--- src/core_settings.svh ---
/*
 * core settings
 * widths fixed by the RV32 integer ISA
 */
`default_nettype none

`ifndef CORE_SETTINGS_SVH
`define CORE_SETTINGS_SVH

// data path width
`define XLEN 32

// architectural registers x0..x31
`define REG_COUNT 32
`define REG_IDX_W 5 // log2 of REG_COUNT

`endif

`default_nettype wire

--- src/ex_wb_if.sv ---
/*
 * execute to result bundle
 */
`timescale 1ns/1ps
`include "core_settings.svh"
`default_nettype none

interface ex_wb_if ();
	logic                  valid;
	logic [`REG_IDX_W-1:0] rd;
	logic                  reg_write;
	logic [`XLEN-1:0]      value;   // alu or mul result
	logic                  illegal;
	logic                  halt;

	// ex also reads these back for forwarding
	modport ex (output valid, rd, reg_write, value, illegal, halt);

	modport wb (input valid, rd, reg_write, value, illegal, halt);
endinterface

`default_nettype wire

--- src/wb_stage.sv ---
/*
 * result stage
 * retires, writes the register file, counts and halts
 */
`timescale 1ns/1ps
`include "core_settings.svh"
`default_nettype none

module wb_stage (
	input  logic                  clock,
	input  logic                  rst,
	ex_wb_if.wb                   in,
	output logic                  wr_en,
	output logic [`REG_IDX_W-1:0] wr_idx,
	output logic [`XLEN-1:0]      wr_data,
	output logic                  retire_valid,
	output logic                  retire_we,
	output logic [`REG_IDX_W-1:0] retire_rd,
	output logic [`XLEN-1:0]      retire_data,
	output logic                  retire_illegal,
	output logic                  retire_halt,
	output logic [`XLEN-1:0]      retire_count,
	output logic                  halted
);

	logic retire_now;

	assign retire_now = in.valid & ~halted;      // dropped once halted
	assign wr_en      = retire_now & in.reg_write; // illegal/halt carry no reg_write
	assign wr_idx     = in.rd;
	assign wr_data    = in.value;

	always_ff @(posedge clock) begin
		if (rst) begin
			retire_valid   <= 1'b0;
			retire_we      <= 1'b0;
			retire_illegal <= 1'b0;
			retire_halt    <= 1'b0;
			retire_count   <= '0;
			halted         <= 1'b0;
		end else begin
			retire_valid   <= retire_now;
			retire_we      <= wr_en;
			retire_illegal <= retire_now & in.illegal;
			retire_halt    <= retire_now & in.halt;
			if (retire_now)
				retire_count <= retire_count + 1'b1; // halt counts too
			if (retire_now && in.halt)
				halted <= 1'b1;                      // sticky till rst
		end
	end

	// payload, no reset
	always_ff @(posedge clock) begin
		retire_rd   <= in.rd;
		retire_data <= in.value;
	end

endmodule

`default_nettype wire

--- src/flat_wrapper.sv ---
// flat-port wrapper written by rule: the top's interface ports become plain ports
module wb_stage_flat 
  (clock, rst, wr_en, wr_idx, wr_data, retire_valid, retire_we, retire_rd, retire_data, retire_illegal, retire_halt, retire_count, halted, in_valid, in_rd, in_reg_write, in_value, in_illegal, in_halt);
  ex_wb_if in_i ();
  input  logic clock;
  input  logic rst;
  output logic wr_en;
  output logic [`REG_IDX_W-1:0] wr_idx;
  output logic [`XLEN-1:0] wr_data;
  output logic retire_valid;
  output logic retire_we;
  output logic [`REG_IDX_W-1:0] retire_rd;
  output logic [`XLEN-1:0] retire_data;
  output logic retire_illegal;
  output logic retire_halt;
  output logic [`XLEN-1:0] retire_count;
  output logic halted;
  input wire logic [$bits(in_i.valid)-1:0] in_valid;
  input wire logic [$bits(in_i.rd)-1:0] in_rd;
  input wire logic [$bits(in_i.reg_write)-1:0] in_reg_write;
  input wire logic [$bits(in_i.value)-1:0] in_value;
  input wire logic [$bits(in_i.illegal)-1:0] in_illegal;
  input wire logic [$bits(in_i.halt)-1:0] in_halt;
  assign in_i.valid = in_valid;
  assign in_i.rd = in_rd;
  assign in_i.reg_write = in_reg_write;
  assign in_i.value = in_value;
  assign in_i.illegal = in_illegal;
  assign in_i.halt = in_halt;
  wb_stage u_core (.clock(clock), .rst(rst), .in(in_i), .wr_en(wr_en), .wr_idx(wr_idx), .wr_data(wr_data), .retire_valid(retire_valid), .retire_we(retire_we), .retire_rd(retire_rd), .retire_data(retire_data), .retire_illegal(retire_illegal), .retire_halt(retire_halt), .retire_count(retire_count), .halted(halted));
endmodule
--- config.mk ---
export PLATFORM = sky130hd
export DESIGN_NAME = wb_stage_flat
export DESIGN_NICKNAME = d
export VERILOG_FILES = /design/src/ex_wb_if.sv /design/src/wb_stage.sv /design/src/flat_wrapper.sv
export VERILOG_INCLUDE_DIRS = /design/src /design/src/src
export SDC_FILE = /design/constraint.sdc
export NUM_CORES = 1
export LEC_CHECK = 0
export ABC_AREA = 1
export BUFFER_PORTS_ARGS = -buffer_cell sky130_fd_sc_hd__buf_2
export CAP_MARGIN = 25
export CORE_MARGIN = 8
export CORE_UTILIZATION = 30
export DETAILED_ROUTE_END_ITERATION = 6
export GPL_TIMING_DRIVEN = 0
export HOLD_SLACK_MARGIN = 0.1
export SETUP_SLACK_MARGIN = 0.3
export SLEW_MARGIN = 20
export SYNTH_ARGS = -nofsm -noshare
export SYNTH_HDL_FRONTEND = slang
export SYNTH_SLANG_ARGS = --single-unit
--- constraint.sdc ---
create_clock -name clock -period 1.5 [get_ports clock]
set_input_delay 0.375 -clock clock [delete_from_list [all_inputs] [get_ports clock]]
set_output_delay 0.375 -clock clock [all_outputs]
set_load 0.01 [all_outputs]
Yosys cells after proc, flatten, opt, wreduce, memory -nomap -nowiden

Index checks and enable logic that the tools add are counted.

Input bits: 43
Logic and storage cells: 15
Register bits: 74
Output and inout port bits: 112

Add/subtract/negate cells: 1
Bitwise gates (word level): 5
Reductions and logical operators: 1

Operators by type and width:

| operator                                      | count |
|---|---|
| adder 32 x 1 -> 32 bit, second input constant | 1 |
| AND 1 bit                                     | 4 |
| logical AND 1 bit                             | 1 |
| inverter 1 bit                                | 1 |

Depth between registers and ports, before layout

Word-level depth: 3
Mapped depth: 9
Mapped depth without buffers: 9

Least setup slack after synthesis

OpenSTA, ideal clock, no wires.

Kind: register to register
Start point: register u_core.retire_count[1]
End point: register u_core.retire_count[22]
Path buffers: 0
Period minus slack after synthesis: 1.425 ns
Arrival time: 1.312 ns
Required time: 1.387 ns
Cell stages (with the launch flop): 9
Library setup time: 0.113 ns
Path slack: 0.075 ns
Cells stage by stage: dfxtp_1 > ha_1 > nand3_2 > nor2_4 > nand2_4 > nor2_8 > nand2_1 > nor2_1 > nor2_1

Word-level cells in the longest chain between the ends: 1

RTL lines:

| item                     | RTL line       | RTL |
|---|---|---|
| start: declaration       | wb_stage.sv:22 | `` output logic [`XLEN-1:0] retire_count, `` |
| start signal: assignment | wb_stage.sv:47 | `retire_count <= retire_count + 1'b1;` |
| adder 32 x 1 -> 32 bit   | wb_stage.sv:47 |  |

Every way passes these cells.
A chain may end at the register's enable or synchronous reset.

Worst setup path in the final report

Start point: register u_core.halted
End point: output wr_en

Word-level cells in the longest chain between the ends: 3

RTL lines:

| item                     | RTL line          | RTL |
|---|---|---|
| start: declaration       | wb_stage.sv:23    | `output logic halted` |
| start signal: assignment | wb_stage.sv:40    | `halted <= 1'b0;` |
| start signal: assignment | wb_stage.sv:49    | `halted <= 1'b1;` |
| inverter 1 bit           | wb_stage.sv:28    | `assign retire_now = in.valid & ~halted;` |
| AND 1 bit                | wb_stage.sv:28    |  |
| AND 1 bit                | wb_stage.sv:29    | `assign wr_en = retire_now & in.reg_write;` |
| end: declaration         | flat_wrapper.sv:7 | `output logic wr_en;` |

Every way passes these cells.

==> impl_metrics.json <==
{
  "max-cap-violations": 0,
  "fp-row-count": 36,
  "slowest_delay_ns": 0.34,
  "setup.worst_path.end_class": "output pin",
  "gr-usage-all-layers": 0.142,
  "vias": 3133,
  "clockRootBuffer": "clkbuf_8",
  "dp_hpwl_mm": 6.91,
  "place.gp.congestion": 0.824,
  "worstPathCellList": "inv_4 -> nand2_8 -> nor2_2 -> buf_2",
  "cts.sinks": 74,
  "crit_fanout": 5,
  "whs_ns": 0.136,
  "ios": 155,
  "async_reset_ff_frac": 0,
  "slew_viol_final": 0,
  "peakVddDrop_v": 0.000471,
  "crit_family": "flip-flops",
  "cp_num_buf_inv": 2,
  "rsz0062_at_grt": "true",
  "n_antenna_cell": 0,
  "route.detailed.drc": 0,
  "clock_path_buffers": 2,
  "cp_slowest_cell": "dfxtp_2",
  "synth.avg_cell_area_sq_um": 8.18,
  "status": "completed",
  "wl_mm": 9.96,
  "fin_nets": 623,
  "crit_arrival_ns": 1.06,
  "htree_levels": 3,
  "clk_latency_ns": 0.36,
  "die_h_um": 115,
  "cts.reportedPaths.clkPinSlew_ns": 0.08,
  "wire_per_inst_um": 13.9,
  "antenna_found_initial": 0,
  "ys_seq_area_frac": 0.503,
  "yosys_warnings": 0,
  "synthesis.nets": 404,
  "clock_skew_ns": 0.0162,
  "area_growth_pct": 83.9,
  "grt_pass1_vias": 3188,
  "ys_types": 24,
  "grt_pass1_wl_mm": 14.8,
  "dieArea_sq_um": 13200,
  "critical_path_class": "reg2out",
  "grt-ovfl-total": 0,
  "port_buffers": 154,
  "post-route-min-period_ns": 1.43,
  "cts_tree": "done",
  "synthesis.area_sq_um": 2950,
  "drt_iter0_drc": 84,
  "ctsHoldBuffers": 0,
  "syn_inst": 360,
  "drive_above_1_share": 0.683,
  "grt_max_degree": 13,
  "die_x_um": 115,
  "clock.fmax_mhz": 698,
  "slew_headroom": 0.616,
  "hold_viol": 0,
  "drt_pass1_iterations": 4,
  "start_kind": "flop",
  "core_sq_um": 9640,
  "worst_pin_slew_ns": 0.575,
  "ant_nets": 0,
  "start_util": 0.306,
  "finalCritPeriodShare": 0.955,
  "synth-edff-count": 0,
  "hold_path.class": "in2reg",
  "power_density_nw_per_um2": 805,
  "numCtsBuffers": 9,
  "ys_seq_elements": 74,
  "worst_ep_required_time_ns": 1.12,
  "via_per_inst": 4.38,
  "power_leakage_nw": 2.58,
  "utilization": 0.562,
  "ys.flop_type": "dfxtp_1",
  "setup_violations": 0
}
cell families after synthesis:
| family | synth area share |
|---|---|
| buffers and inverters | 0.157 |
| XOR/XNOR | 0.00297 |
| flip-flops | 0.503 |
| adder cells (fa/ha/maj) | 0.00425 |
| AND/OR/NAND/NOR | 0.285 |
| AO/OA/AOI/OAI | 0.0476 |
layout by cell type (no fill, tap or decap), types with 2 or more instances in the layout:
| cell type | count |
|---|---|
| buf_2 | 103 |
| buf_4 | 72 |
| buf_6 | 69 |
| nand2_1 | 46 |
| inv_1 | 38 |
| nor2_1 | 35 |
| dfxtp_4 | 27 |
| dfxtp_1 | 25 |
| dfxtp_2 | 22 |
| nand2_2 | 16 |
| nor2_4 | 15 |
| nand3_2 | 12 |
| nand4_1 | 10 |
| a21oi_1 | 9 |
| clkbuf_8 | 9 |
| nand3_1 | 7 |
| nor2_2 | 6 |
| nand2_4 | 6 |
| nand3_4 | 5 |
| inv_2 | 5 |
| nor3_1 | 5 |
| a21oi_2 | 5 |
| o21ai_2 | 4 |
| o21ai_1 | 4 |
| nor3_2 | 3 |
| bufinv_16 | 3 |
| inv_4 | 2 |
| nand2_8 | 2 |
| clkbuf_1 | 2 |
| clkbuf_2 | 2 |
| o21a_1 | 2 |
| o21ai_0 | 2 |
sequential cells by signal (all words and copies together), names as in the netlist:
register               count
u_core.retire_count       32
u_core.retire_data        32
u_core.retire_rd           5
u_core.halted              1
u_core.retire_halt         1
u_core.retire_illegal      1
u_core.retire_valid        1
u_core.retire_we           1
worst paths after layout:
| path | from | endpoint | slack [ns] | depth (start not counted) |
|---|---|---|---|---|
| max | u_core.halted | wr_en | 0.07 | 4 |
| min | in_value[12] | u_core.retire_data[12] | 0.14 | 1 |
| max reg2reg | u_core.retire_count[0] | u_core.retire_count[21] | 0.08 | 10 |
| min reg2reg | u_core.retire_count[5] | u_core.retire_count[6] | 0.52 | 2 |
power by group:
group	total [mW]	internal, mW	switching (mW)
combinational	0.503	0.276	0.227
clock	1.84	1.10	0.739
sequential	2.02	1.99	0.0323
total	4.36	3.36	0.999
routing by layer:
metal | track usage | wire length [um]
met1 | 0.140 | 3740
met2 | 0.244 | 4940
met3 | 0.0772 | 1060
met4 | 0.0552 | 225
met5 | 0 | 0
area by class of cell:
class	instances	area [sq um]
Inverter	46	190
Clock inverter	5	104
Fill cell	858	4220
Sequential cell	74	1610
Clock buffer	10	128
Buffer	40	292
Multi-Input combinational cell	200	1350
Tap cell	133	166
Timing Repair Buffer	208	1580
Yosys cell counts (6+ instances only):
master,instances,share of area
a21oi_1,14,0.024
buf_4,37,0.094
dfxtp_1,74,0.50
inv_1,44,0.056
nand2_1,65,0.083
nand3_1,18,0.031
nand3_2,6,0.020
nand4_1,10,0.021
nor2_1,46,0.059
nor3_1,9,0.015
o21ai_0,10,0.017
stage by stage:
stage | worst slack [ns] | setup TNS (ns) | cells | total power, mW | area (sq um)
6_report | 0.0679 | 0 | 716 | 4.36 | 5420
2_1_floorplan | 0.220 | 0 | 360 | 2.29 | 3020
3_3_place_gp | 0.00200 | 0 | 647 | 2.50 | 3960
4_1_cts | 0.0689 | 0 | 691 | 4.34 | 4790
5_1_grt | -0.0382 | -0.104 | 716 | 4.55 | 5420
3_5_place_dp | -0.00640 | -0.0102 | 647 | 2.51 | 3960
what timing repair did:
action	CTS	global route
endpoints found under the setup margin	60	86
endpoints found under the hold margin	0	0
setup buffers	29	25
pin swaps	11	19
gates resized for setup	105	123
Note: power is estimated with default switching activity, not from simulation.
