File: src/core_settings.svh
/*
 * core settings
 * widths fixed by the RV32 integer ISA
 */
`default_nettype none

`ifndef CORE_SETTINGS_SVH
`define CORE_SETTINGS_SVH

// data path width
`define XLEN 32

// architectural registers x0..x31
`define REG_COUNT 32
`define REG_IDX_W 5 // log2 of REG_COUNT

`endif

`default_nettype wire

File: src/core_pkg.sv
/*
 * core types
 * opcode, alu function and operand select encodings
 */
`default_nettype none

package core_pkg;

	////////////////////////////////////////////////////////////////////
	// major opcodes, only the ones this core decodes
	////////////////////////////////////////////////////////////////////
	typedef enum logic [6:0] {
		OPC_LUI    = 7'b0110111,
		OPC_AUIPC  = 7'b0010111,
		OPC_OP_IMM = 7'b0010011,
		OPC_OP     = 7'b0110011,
		OPC_SYSTEM = 7'b1110011 // wfi lives here
	} opcode_t;

	////////////////////////////////////////////////////////////////////
	// alu operations
	////////////////////////////////////////////////////////////////////
	typedef enum logic [3:0] {
		ALU_ADD    = 4'h0, // also the no-op default
		ALU_SUB    = 4'h1,
		ALU_SLT    = 4'h2,
		ALU_SLTU   = 4'h3,
		ALU_AND    = 4'h4,
		ALU_OR     = 4'h5,
		ALU_XOR    = 4'h6,
		ALU_SLL    = 4'h7,
		ALU_SRL    = 4'h8,
		ALU_SRA    = 4'h9,
		ALU_MUL    = 4'ha, // low half
		ALU_MULH   = 4'hb, // signed x signed, high half
		ALU_MULHSU = 4'hc, // signed x unsigned
		ALU_MULHU  = 4'hd  // unsigned x unsigned
	} alu_func_t;

	// operand a source
	typedef enum logic [1:0] {
		OPA_IS_RS1  = 2'h0,
		OPA_IS_PC   = 2'h1, // auipc
		OPA_IS_ZERO = 2'h2  // lui
	} opa_select_t;

	// operand b source, imm already shaped as I or U by the decoder
	typedef enum logic {
		OPB_IS_RS2 = 1'b0,
		OPB_IS_IMM = 1'b1
	} opb_select_t;

endpackage

`default_nettype wire

File: src/id_ex_if.sv
/*
 * decode to execute bundle
 * decoded controls plus source indices and values
 */
`timescale 1ns/1ps
`include "core_settings.svh"
`default_nettype none

interface id_ex_if import core_pkg::*; ();
	logic                  valid;
	alu_func_t             alu_func;
	opa_select_t           opa_select;
	opb_select_t           opb_select;
	logic [`XLEN-1:0]      pc;
	logic [`XLEN-1:0]      imm;       // I or U immediate
	logic [`REG_IDX_W-1:0] rs1_idx;   // kept for forwarding compare
	logic [`REG_IDX_W-1:0] rs2_idx;
	logic [`XLEN-1:0]      rs1_value;
	logic [`XLEN-1:0]      rs2_value;
	logic [`REG_IDX_W-1:0] rd;
	logic                  reg_write; // rd != 0 already folded in
	logic                  illegal;
	logic                  halt;

	modport id (output valid, alu_func, opa_select, opb_select, pc, imm,
		rs1_idx, rs2_idx, rs1_value, rs2_value, rd, reg_write, illegal, halt);

	modport ex (input valid, alu_func, opa_select, opb_select, pc, imm,
		rs1_idx, rs2_idx, rs1_value, rs2_value, rd, reg_write, illegal, halt);
endinterface

`default_nettype wire

File: src/decoder.sv
/*
 * instruction decoder
 * rv32 word to alu controls and immediate, purely combinational
 * flags illegal words and wfi
 */
`timescale 1ns/1ps
`include "core_settings.svh"
`default_nettype none

module decoder import core_pkg::*; (
	input  logic [`XLEN-1:0] inst,
	input  logic             valid_in,   // low means no-op out
	output alu_func_t        alu_func,
	output opa_select_t      opa_select,
	output opb_select_t      opb_select,
	output logic [`XLEN-1:0] imm,
	output logic             reg_write,
	output logic             illegal,
	output logic             halt
);

	opcode_t               opcode;
	logic [2:0]            funct3;
	logic [6:0]            funct7;
	logic [`REG_IDX_W-1:0] rd;
	logic                  writes_rd;   // before the x0 check

	assign opcode = opcode_t'(inst[6:0]);
	assign funct3 = inst[14:12];
	assign funct7 = inst[31:25];
	assign rd     = inst[11:7];

	assign reg_write = writes_rd & (rd != '0);

	always_comb begin
		// defaults equal a no-op
		alu_func   = ALU_ADD;
		opa_select = OPA_IS_RS1;
		opb_select = OPB_IS_RS2;
		imm        = '0;
		writes_rd  = 1'b0;
		illegal    = 1'b0;
		halt       = 1'b0;
		if (valid_in) begin
			case (opcode)
				OPC_LUI: begin
					writes_rd  = 1'b1;
					opa_select = OPA_IS_ZERO;
					opb_select = OPB_IS_IMM;
					imm        = {inst[31:12], 12'b0};
				end
				OPC_AUIPC: begin
					writes_rd  = 1'b1;
					opa_select = OPA_IS_PC;
					opb_select = OPB_IS_IMM;
					imm        = {inst[31:12], 12'b0};
				end
				OPC_OP_IMM: begin
					writes_rd  = 1'b1;
					opb_select = OPB_IS_IMM;
					imm        = {{(`XLEN-12){inst[31]}}, inst[31:20]}; // sign extended I
					casez ({funct7, funct3})
						10'b???????_000: alu_func = ALU_ADD;
						10'b???????_010: alu_func = ALU_SLT;
						10'b???????_011: alu_func = ALU_SLTU;
						10'b???????_100: alu_func = ALU_XOR;
						10'b???????_110: alu_func = ALU_OR;
						10'b???????_111: alu_func = ALU_AND;
						10'b0000000_001: alu_func = ALU_SLL;
						10'b0000000_101: alu_func = ALU_SRL;
						10'b0100000_101: alu_func = ALU_SRA;
						default: begin
							writes_rd = 1'b0; // bad shift encoding
							illegal   = 1'b1;
						end
					endcase
					// shifts only take shamt
					if (funct3 == 3'b001 || funct3 == 3'b101)
						imm = {{(`XLEN-5){1'b0}}, inst[24:20]};
				end
				OPC_OP: begin
					writes_rd = 1'b1;
					case ({funct7, funct3})
						10'b0000000_000: alu_func = ALU_ADD;
						10'b0100000_000: alu_func = ALU_SUB;
						10'b0000000_001: alu_func = ALU_SLL;
						10'b0000000_010: alu_func = ALU_SLT;
						10'b0000000_011: alu_func = ALU_SLTU;
						10'b0000000_100: alu_func = ALU_XOR;
						10'b0000000_101: alu_func = ALU_SRL;
						10'b0100000_101: alu_func = ALU_SRA;
						10'b0000000_110: alu_func = ALU_OR;
						10'b0000000_111: alu_func = ALU_AND;
						10'b0000001_000: alu_func = ALU_MUL;
						10'b0000001_001: alu_func = ALU_MULH;
						10'b0000001_010: alu_func = ALU_MULHSU;
						10'b0000001_011: alu_func = ALU_MULHU;
						default: begin   // div/rem and junk
							writes_rd = 1'b0;
							illegal   = 1'b1;
						end
					endcase
				end
				OPC_SYSTEM: begin
					// only wfi, no csrs here
					if (inst == 32'h1050_0073)
						halt = 1'b1;
					else
						illegal = 1'b1;
				end
				default: illegal = 1'b1;
			endcase
		end
	end

endmodule

`default_nettype wire

File: src/regfile.sv
/*
 * architectural register file
 * 2 read, 1 write, x0 hardwired, write-through on read
 */
`timescale 1ns/1ps
`include "core_settings.svh"
`default_nettype none

module regfile (
	input  logic                  clock,
	input  logic                  rst,
	input  logic [`REG_IDX_W-1:0] rd_idx_a,
	input  logic [`REG_IDX_W-1:0] rd_idx_b,
	output logic [`XLEN-1:0]      rd_dat_a,
	output logic [`XLEN-1:0]      rd_dat_b,
	input  logic                  wr_en,
	input  logic [`REG_IDX_W-1:0] wr_idx,
	input  logic [`XLEN-1:0]      wr_data
);

	logic [`XLEN-1:0] regs [`REG_COUNT];

	// bypass covers the producer two ahead
	always_comb begin
		if (rd_idx_a == '0)                        rd_dat_a = '0;
		else if (wr_en && (wr_idx == rd_idx_a))    rd_dat_a = wr_data;
		else                                       rd_dat_a = regs[rd_idx_a];
	end

	always_comb begin
		if (rd_idx_b == '0)                        rd_dat_b = '0;
		else if (wr_en && (wr_idx == rd_idx_b))    rd_dat_b = wr_data;
		else                                       rd_dat_b = regs[rd_idx_b];
	end

	always_ff @(posedge clock) begin
		if (rst) begin
			for (int i = 0; i < `REG_COUNT; i++)
				regs[i] <= '0;
		end else if (wr_en && (wr_idx != '0)) begin
			regs[wr_idx] <= wr_data; // x0 never written
		end
	end

endmodule

`default_nettype wire

File: src/id_stage.sv
/*
 * decode stage
 * decoder, register file read and the id/ex pipeline register
 */
`timescale 1ns/1ps
`include "core_settings.svh"
`default_nettype none

module id_stage import core_pkg::*; (
	input  logic                  clock,
	input  logic                  rst,
	input  logic                  inst_valid,
	input  logic [`XLEN-1:0]      inst,
	input  logic [`XLEN-1:0]      pc,
	input  logic                  wr_en,    // from wb
	input  logic [`REG_IDX_W-1:0] wr_idx,
	input  logic [`XLEN-1:0]      wr_data,
	id_ex_if.id                   out
);

	logic [`REG_IDX_W-1:0] rs1_idx, rs2_idx, rd_idx;
	logic [`XLEN-1:0]      rs1_val, rs2_val;
	alu_func_t             dec_alu_func;
	opa_select_t           dec_opa;
	opb_select_t           dec_opb;
	logic [`XLEN-1:0]      dec_imm;
	logic                  dec_reg_write, dec_illegal, dec_halt;

	assign rs1_idx = inst[19:15];
	assign rs2_idx = inst[24:20];
	assign rd_idx  = inst[11:7];

	decoder u_decoder (
		.inst       (inst),
		.valid_in   (inst_valid),
		.alu_func   (dec_alu_func),
		.opa_select (dec_opa),
		.opb_select (dec_opb),
		.imm        (dec_imm),
		.reg_write  (dec_reg_write),
		.illegal    (dec_illegal),
		.halt       (dec_halt)
	);

	regfile u_regfile (
		.clock    (clock),
		.rst      (rst),
		.rd_idx_a (rs1_idx),
		.rd_idx_b (rs2_idx),
		.rd_dat_a (rs1_val),
		.rd_dat_b (rs2_val),
		.wr_en    (wr_en),
		.wr_idx   (wr_idx),
		.wr_data  (wr_data)
	);

	//////////////////////////////////////////////////////////////////////
	// id/ex register, loads every cycle
	//////////////////////////////////////////////////////////////////////
	always_ff @(posedge clock) begin
		if (rst) out.valid <= 1'b0;
		else     out.valid <= inst_valid;
		out.alu_func   <= dec_alu_func;
		out.opa_select <= dec_opa;
		out.opb_select <= dec_opb;
		out.pc         <= pc;
		out.imm        <= dec_imm;
		out.rs1_idx    <= rs1_idx;
		out.rs2_idx    <= rs2_idx;
		out.rs1_value  <= rs1_val;
		out.rs2_value  <= rs2_val;
		out.rd         <= rd_idx;
		out.reg_write  <= dec_reg_write; // already 0 when not valid
		out.illegal    <= dec_illegal;
		out.halt       <= dec_halt;
	end

endmodule

`default_nettype wire

File: src/flat_wrapper.sv
// flat-port wrapper written by rule: the top's interface ports become plain ports
module id_stage_flat import core_pkg::*;
  (clock, rst, inst_valid, inst, pc, wr_en, wr_idx, wr_data, out_valid, out_alu_func, out_opa_select, out_opb_select, out_pc, out_imm, out_rs1_idx, out_rs2_idx, out_rs1_value, out_rs2_value, out_rd, out_reg_write, out_illegal, out_halt);
  id_ex_if out_i ();
  input  logic clock;
  input  logic rst;
  input  logic inst_valid;
  input  logic [`XLEN-1:0] inst;
  input  logic [`XLEN-1:0] pc;
  input  logic wr_en;
  input  logic [`REG_IDX_W-1:0] wr_idx;
  input  logic [`XLEN-1:0] wr_data;
  output wire logic [$bits(out_i.valid)-1:0] out_valid;
  output wire logic [$bits(out_i.alu_func)-1:0] out_alu_func;
  output wire logic [$bits(out_i.opa_select)-1:0] out_opa_select;
  output wire logic [$bits(out_i.opb_select)-1:0] out_opb_select;
  output wire logic [$bits(out_i.pc)-1:0] out_pc;
  output wire logic [$bits(out_i.imm)-1:0] out_imm;
  output wire logic [$bits(out_i.rs1_idx)-1:0] out_rs1_idx;
  output wire logic [$bits(out_i.rs2_idx)-1:0] out_rs2_idx;
  output wire logic [$bits(out_i.rs1_value)-1:0] out_rs1_value;
  output wire logic [$bits(out_i.rs2_value)-1:0] out_rs2_value;
  output wire logic [$bits(out_i.rd)-1:0] out_rd;
  output wire logic [$bits(out_i.reg_write)-1:0] out_reg_write;
  output wire logic [$bits(out_i.illegal)-1:0] out_illegal;
  output wire logic [$bits(out_i.halt)-1:0] out_halt;
  assign out_valid = out_i.valid;
  assign out_alu_func = out_i.alu_func;
  assign out_opa_select = out_i.opa_select;
  assign out_opb_select = out_i.opb_select;
  assign out_pc = out_i.pc;
  assign out_imm = out_i.imm;
  assign out_rs1_idx = out_i.rs1_idx;
  assign out_rs2_idx = out_i.rs2_idx;
  assign out_rs1_value = out_i.rs1_value;
  assign out_rs2_value = out_i.rs2_value;
  assign out_rd = out_i.rd;
  assign out_reg_write = out_i.reg_write;
  assign out_illegal = out_i.illegal;
  assign out_halt = out_i.halt;
  id_stage u_core (.clock(clock), .rst(rst), .inst_valid(inst_valid), .inst(inst), .pc(pc), .wr_en(wr_en), .wr_idx(wr_idx), .wr_data(wr_data), .out(out_i));
endmodule
File: config.mk
export PLATFORM = sky130hd
export DESIGN_NAME = id_stage_flat
export DESIGN_NICKNAME = d
export VERILOG_FILES = /design/src/core_pkg.sv /design/src/id_ex_if.sv /design/src/decoder.sv /design/src/regfile.sv /design/src/id_stage.sv /design/src/flat_wrapper.sv
export VERILOG_INCLUDE_DIRS = /design/src /design/src/src
export SDC_FILE = /design/constraint.sdc
export NUM_CORES = 2
export LEC_CHECK = 0
export ABC_AREA = 1
export BUFFER_PORTS_ARGS = -buffer_cell sky130_fd_sc_hd__clkbuf_2
export CORE_UTILIZATION = 45
export CTS_BUF_LIST = sky130_fd_sc_hd__clkbuf_4
export CTS_CLUSTER_DIAMETER = 120
export DETAILED_ROUTE_END_ITERATION = 6
export PLACE_DENSITY_LB_ADDON = 0.3
export SYNTH_ARGS = -nofsm -noshare
export SYNTH_HDL_FRONTEND = slang
export SYNTH_HIERARCHICAL = 1
export SYNTH_SLANG_ARGS = --single-unit
File: constraint.sdc
create_clock -name clock -period 2.9 [get_ports clock]
set_input_delay 0.58 -clock clock [delete_from_list [all_inputs] [get_ports clock]]
set_output_delay 0.58 -clock clock [all_outputs]
set_load 0.005 [all_outputs]
## Word level (Yosys, flattened, before mapping)

Memories as Yosys holds them, arrays and structs flattened.
Cells that the tools add are included.

| storage, ports and cells | value |
|---|---|
| output and inout bits | 154 |
| bits in latches | 0 |
| bits in registers | 154 |
| memory bits (read-only) | 0 |
| word-level logic and storage cells | 86 |
| memories kept | 1 |
| RAM bits | 1024 |
| input port bits | 105 |

| operators by class | value |
|---|---|
| multiply operators | 0 |
| shift operators | 0 |
| equal/unequal tests | 28 |
| magnitude comparators | 0 |
| reductions and logical operators | 16 |
| multiplexer cells | 26 |
| add/subtract/negate cells | 0 |
| bitwise operators | 1 |
| divide/modulo/power cells | 0 |

Memory list:

| memory | words | bits a word | rd ports | clocked after memory_dff | wr ports | RTL line | RTL |
|---|---|---|---|---|---|---|---|
| u_core.u_regfile.regs | 32 | 32 | 2 | 0 | 32 | regfile.sv:21 | `` logic [`XLEN-1:0] regs [`REG_COUNT]; `` |

Operators with widths:

| operator | count |
|---|---|
| 32-bit 2-to-1 mux | 4 |
| 32-bit one-hot mux with 2 select lines | 1 |
| 4-bit one-hot mux with 13 select lines | 1 |
| 10-bit by 3-bit equality test with 1-bit output, second input constant | 4 |
| 10-bit by 4-bit equality test with 1-bit output, second input constant | 4 |
| 32-bit by 29-bit equality test with 1-bit output, second input constant | 1 |
| 4-bit one-hot mux with 8 select lines | 1 |
| 32-bit OR reduction | 1 |
| 10-bit by 2-bit equality test with 1-bit output, second input constant | 2 |
| 10-bit by 9-bit equality test with 1-bit output, second input constant | 2 |
| 7-bit by 5-bit equality test with 1-bit output, second input constant | 2 |
| 7-bit by 6-bit equality test with 1-bit output, second input constant | 2 |
| 1-bit 2-to-1 mux | 14 |
| 14-bit OR reduction | 1 |
| 3-bit equality test, second input constant | 4 |
| 10-bit by 1-bit equality test with 1-bit output, second input constant | 1 |
| 5-bit equality test | 2 |
| 10-bit zero test | 1 |
| 5-bit zero test | 2 |
| 5-bit nonzero test | 2 |
| 9-bit OR reduction | 1 |
| 4-bit one-hot mux with 2 select lines | 1 |
| 7-bit equality test, second input constant | 1 |
| 3-bit by 2-bit equality test with 1-bit output, second input constant | 2 |
| 12 further kinds | 14 |

## Logic depth before layout (Yosys ltp)

| logic depth | value |
|---|---|
| depth in word-level cells | 7 |
| gate-level depth with buffers | 14 |
| gate-level depth less buffers | 11 |

## Hierarchy

Netlist, hierarchy kept.

Modules (own cells, without submodules):

| module | instances | cells an instance | sequential area each (um2) | area each (um2) |
|---|---|---|---|---|
| regfile | 1 | 7383 | 30749.5 | 58727.6 |
| id_stage | 1 | 156 | 3083.0 | 3093.0 |
| decoder | 1 | 216 | 0.0 | 1111.1 |

## Worst setup path before layout

No wires, ideal clock.

| timing path | value |
|---|---|
| path kind | input to register |
| start | in wr_idx[2] |
| end | mem u_core/u_regfile/regs[6][0] (netlist name), enable pin |
| path buffers | 2 |
| setup time | 0.389 ns |
| required time | 2.511 ns |
| cell stages on the path | 8 |
| setup slack | -0.004 ns |
| arrival time | 2.515 ns |
| cells stage by stage | buf_4 > nor3_4 > inv_2 > o21ai_2 > nor3_4 > nand2_4 > buf_6 > nand2_1 |

RTL lines:

| element | RTL line | RTL |
|---|---|---|
| from (decl) | flat_wrapper.sv:11 | `` input logic [`REG_IDX_W-1:0] wr_idx; `` |
| to (decl) | regfile.sv:21 |  |

## Worst setup path after layout

| timing path | value |
|---|---|
| start | in inst[3] |
| end | reg u_core.out.illegal |

| between the ends | value |
|---|---|
| longest elaborated chain between the ends | 3 |
| elaborated cells between the ends (all ways) | 9 |
| those cells by class | 6 x eq/ne; 2 x mux; 1 x reduce/logical |

Ends and longest elaborated chain:

| element | RTL line | RTL |
|---|---|---|
| from (decl) | flat_wrapper.sv:8 | `` input logic [`XLEN-1:0] inst; `` |
| 32-bit by 29-bit equality test with 1-bit output (tied with other cells) | decoder.sv:106 | `if (inst == 32'h1050_0073)` |
| 1-bit 2-to-1 mux / 2-bit OR reduction (equally long branches) | n/a |  |
| 1-bit one-hot mux with 4 select lines (*) | decoder.sv:45 | `case (opcode)` |
| to (signal assigned) | id_stage.sv:74 | `out.illegal <= dec_illegal;` |
| to (decl) | id_ex_if.sv:26 | `rs1_idx, rs2_idx, rs1_value, rs2_value, rd, reg_write, illegal, halt);` |

Every way passes the cells marked *; elsewhere a longest branch is shown, timed or not.
A chain may end at the register's enable or synchronous reset.

==> summary.md <==
| Metric | Value |
|---|---|
| Global-route wire length before repair | `348,000 µm` |
| Outcome | `finished, violations left` |
| Worst VDD drop | `0.388 mV` |
| IO Port Bufs | `258` |
| Grt ovf | `0` |
| TritonCTS clock tree | `built` |
| Root Driver | `clkbuf_4` |
| Starting density of the core | `45.5%` |
| WHS | `0.169 ns` |
| Filler cells | `12,700` |
| Synth async-reset ratio | `0%` |
| Setup slack after layout | `0.0873 ns` |
| Cell variety after synth | `37` |
| DP Area | `67,900 µm²` |
| Crit-path max FO | `3` |
| Post-Synthesis Cells | `7,755` |
| Register area share after synthesis | `53.8%` |
| Fin crit period | `2.81 ns` |
| Commonest non-fill, non-tap cell in the layout | `nand2_1` |
| Initial antenna violation count | `2` |
| Total track usage | `32.8%` |
| Post-DR wirelength/cell | `22.9 µm` |
| Number of global-route vias before repair | `57,000` |
| I/O pin total | `259` |
| Period utilization | `97.0%` |
| Worst reg2reg setup slack | `0.78 ns` |
| Die height | `376 µm` |
| Area of the mapped netlist | `62,900 µm²` |
| Data arrival, critical path | `3.95 ns` |
| Most frequent cells in the layout | `nand2_1, nor2_1, nand3_1` |
| Final wirelength | `237,000 µm` |
| DIE WIDTH | `376 µm` |
| Worst-margin pin slew | `0.829 ns` |
| Setup repair bufs after CTS | `0` |
| R2r worst-path depth | `10` |
| Max cap viols | `0` |
| Ys flop type | `edfxtp_1` |
| RSZ-0062 raised after global routing | `no` |
| GP Congestion | `0.945` |
| Vias per inst | `5.80` |
| Largest cells by area after synthesis | `edfxtp_1, nand2_1, nand3_1` |
| Core area | `138,000 µm²` |
| Max clock buf depth | `4` |
| Yosys warning count | `6` |
| HPWL after detailed placement | `146,000 µm` |
| Worst Hold End | `u_core/u_regfile/regs[22][3]$_SDFFCE_PN0P_` |
| Cells on Worst Hold Path | `5` |
| Startpoint types | `primary input` |
| Failing checks | `DRC` |
| Final nets | `8,356` |
| Vias | `60,100` |
| Worst r2r dst | `u_core/out.rs2_value[18]$_DFF_P_` |
| Critical R2R Launch | `u_core/u_regfile/regs[28][18]$_SDFFCE_PN0P_` |
| Setup_tns | `0 ns` |
| CTS Buf Count | `341` |
| LEAKAGE | `32.0 nW` |
| Rows | `136` |
| Yosys top cell by area | `edfxtp_1` |
| Final setup skew | `0.0814 ns` |
| H-tree depth | `5` |
| Yosys reg bits | `1,178` |
| Clock Latency Late Sink | `1.29 ns` |
| Hold Startpoint | `wr_idx[3]` |
| DIE AREA | `141,000 µm²` |
| Headroom to the max-slew limit | `44.7%` |
| Clk sinks | `1,178` |
| DRC viols | `7` |
| Clock slew seen by the registers of the worst setup and hold paths | `0.06 ns` |
| Crit. End Element | `flip-flop` |
| Syn Area/Cell | `8.11 µm²` |
| Hold Fails Final Rpt | `0` |
| Max Slew Vio Count | `0` |
| Area share of the largest cell type after synthesis | `48.9%` |
| Starting DRT DRC Count | `8,615` |
| PwrDens | `556 nW/µm²` |
| Number of synthesized flops with an enable pin | `1,024` |
| CP Class | `primary input to flip-flop` |
| Area delta synth->final | `16.9%` |
| Layout cell share with drive strength beyond 1 | `17.1%` |
| Hold Path Class | `primary input to flip-flop` |
| Final instance area | `73,600 µm²` |
| Fmax | `356 MHz` |
| Detail Route Antenna Nets | `0` |
| DRT Pass-1 Iters | `7` |
| Setup-failing EPs final | `0` |
| Pin count of the biggest net entering global routing | `88` |
| Place WS | `0.184 ns` |
| Worst Path Required | `4.03 ns` |
## sequential cells by signal, summed over array words and instances, names as in the netlist
register,count
u_core/out.alu_func,4
u_core/out.halt,1
u_core/out.illegal,1
u_core/out.imm,32
u_core/out.opa_select,2
u_core/out.opb_select,1
u_core/out.pc,32
u_core/out.rd,5
u_core/out.reg_write,1
u_core/out.rs1_idx,5
u_core/out.rs1_value,32
u_core/out.rs2_idx,5
u_core/out.rs2_value,32
u_core/out.valid,1
u_core/u_regfile/regs,1024
## Yosys cell counts, types with 11 or more instances
cell type	number
nand3_1	1034
o211ai_1	208
buf_6	30
edfxtp_1	1024
nand2_1	1761
or2_2	54
buf_2	202
inv_2	14
buf_4	19
o21ai_2	11
dfxtp_1	154
o21ai_0	423
buf_1	51
nor2_1	1285
a21oi_1	277
nor2_2	158
inv_1	629
clkbuf_1	344
## power by group
part	switching, mW	total [mW]	internal, mW
clock network	7.29	15.2	7.89
logic	4.10	5.92	1.82
registers	0.438	19.8	19.4
total	11.8	40.9	29.1
## cell type report
type | count | area (µm²) | area share [%]
Sequential cell | 1178 | 33800 | 46.0
Clock inverter | 81 | 384 | 0.522
Inverter | 649 | 2460 | 3.35
Antenna cell | 14 | 35.0 | 0.0476
Tap cell | 1863 | 2330 | 3.17
Timing Repair Buffer | 768 | 6920 | 9.40
Clock buffer | 490 | 3680 | 5.00
Multi-Input combinational cell | 5313 | 23900 | 32.5
## critical path, stage by stage
cell           delay, ns
dlygate4sd3_1       0.53
clkbuf_2            0.10
inv_1               0.13
nand3_1             0.18
nor3_2              0.20
dlygate4sd3_1       0.59
nand3_1             0.09
dlygate4sd3_1       0.61
o21ai_1             0.16
nand2_1             0.06
dlygate4sd3_1       0.55
nor2_1              0.09
nor2_1              0.05
## per-stage QoR
stage | utilization [%] | power, mW | std cells
after floorplan | - | 23.2 | 7786
after global placement | 49.2 | 25.6 | 9616
after detailed placement | 49.2 | 25.7 | 9616
after CTS | 53.2 | 40.9 | 10300
after global routing | 53.2 | 42.4 | 10300
final | 53.3 | 40.9 | 10400
## cells by family after synthesis
family          share of synthesized area [%]
compound gates                           8.33
other cells                           0.00596
simple gates                             29.2
flops                                    53.8
xor+xnor                               0.0557
buf+inv                                  8.60
## per-layer routing
layer  part of all wire (%)  up-vias  global-route usage [%]
li1                       -    26600                       -
met1                     37    28000                    42.1
met2                     43     4565                    49.1
met3                     13      885                    8.21
met4                    6.8        0                    22.1
met5                      0        -                       0
## repair_timing
item / CTS / global route
endpoints found under the setup margin: 0 / 1
hold endpoints to repair: 1002 / 0
resized for setup: 0 / 1
hold buffers: 155 / 0
## how the worst max path moves through the flow
| stage | end | depth (start not counted) | start | slack (ns) |
|---|---|---|---|---|
| after floorplan | u_core/u_regfile/regs[10][0]$_SDFFCE_PN0P_ | 8 | wr_idx[2] | 0.01 |
| after global placement | u_core/out.rs2_value[30]$_DFF_P_ | 12 | inst[21] | 0.18 |
| after detailed placement | u_core/out.rs2_value[30]$_DFF_P_ | 12 | inst[21] | 0.18 |
| after CTS | u_core/out.illegal$_DFF_P_ | 13 | inst[3] | 0.29 |
| after global routing | u_core/out.illegal$_DFF_P_ | 13 | inst[3] | 0.07 |
| final | u_core/out.illegal$_DFF_P_ | 13 | inst[3] | 0.09 |
Note: power is estimated with default switching activity, not from simulation.
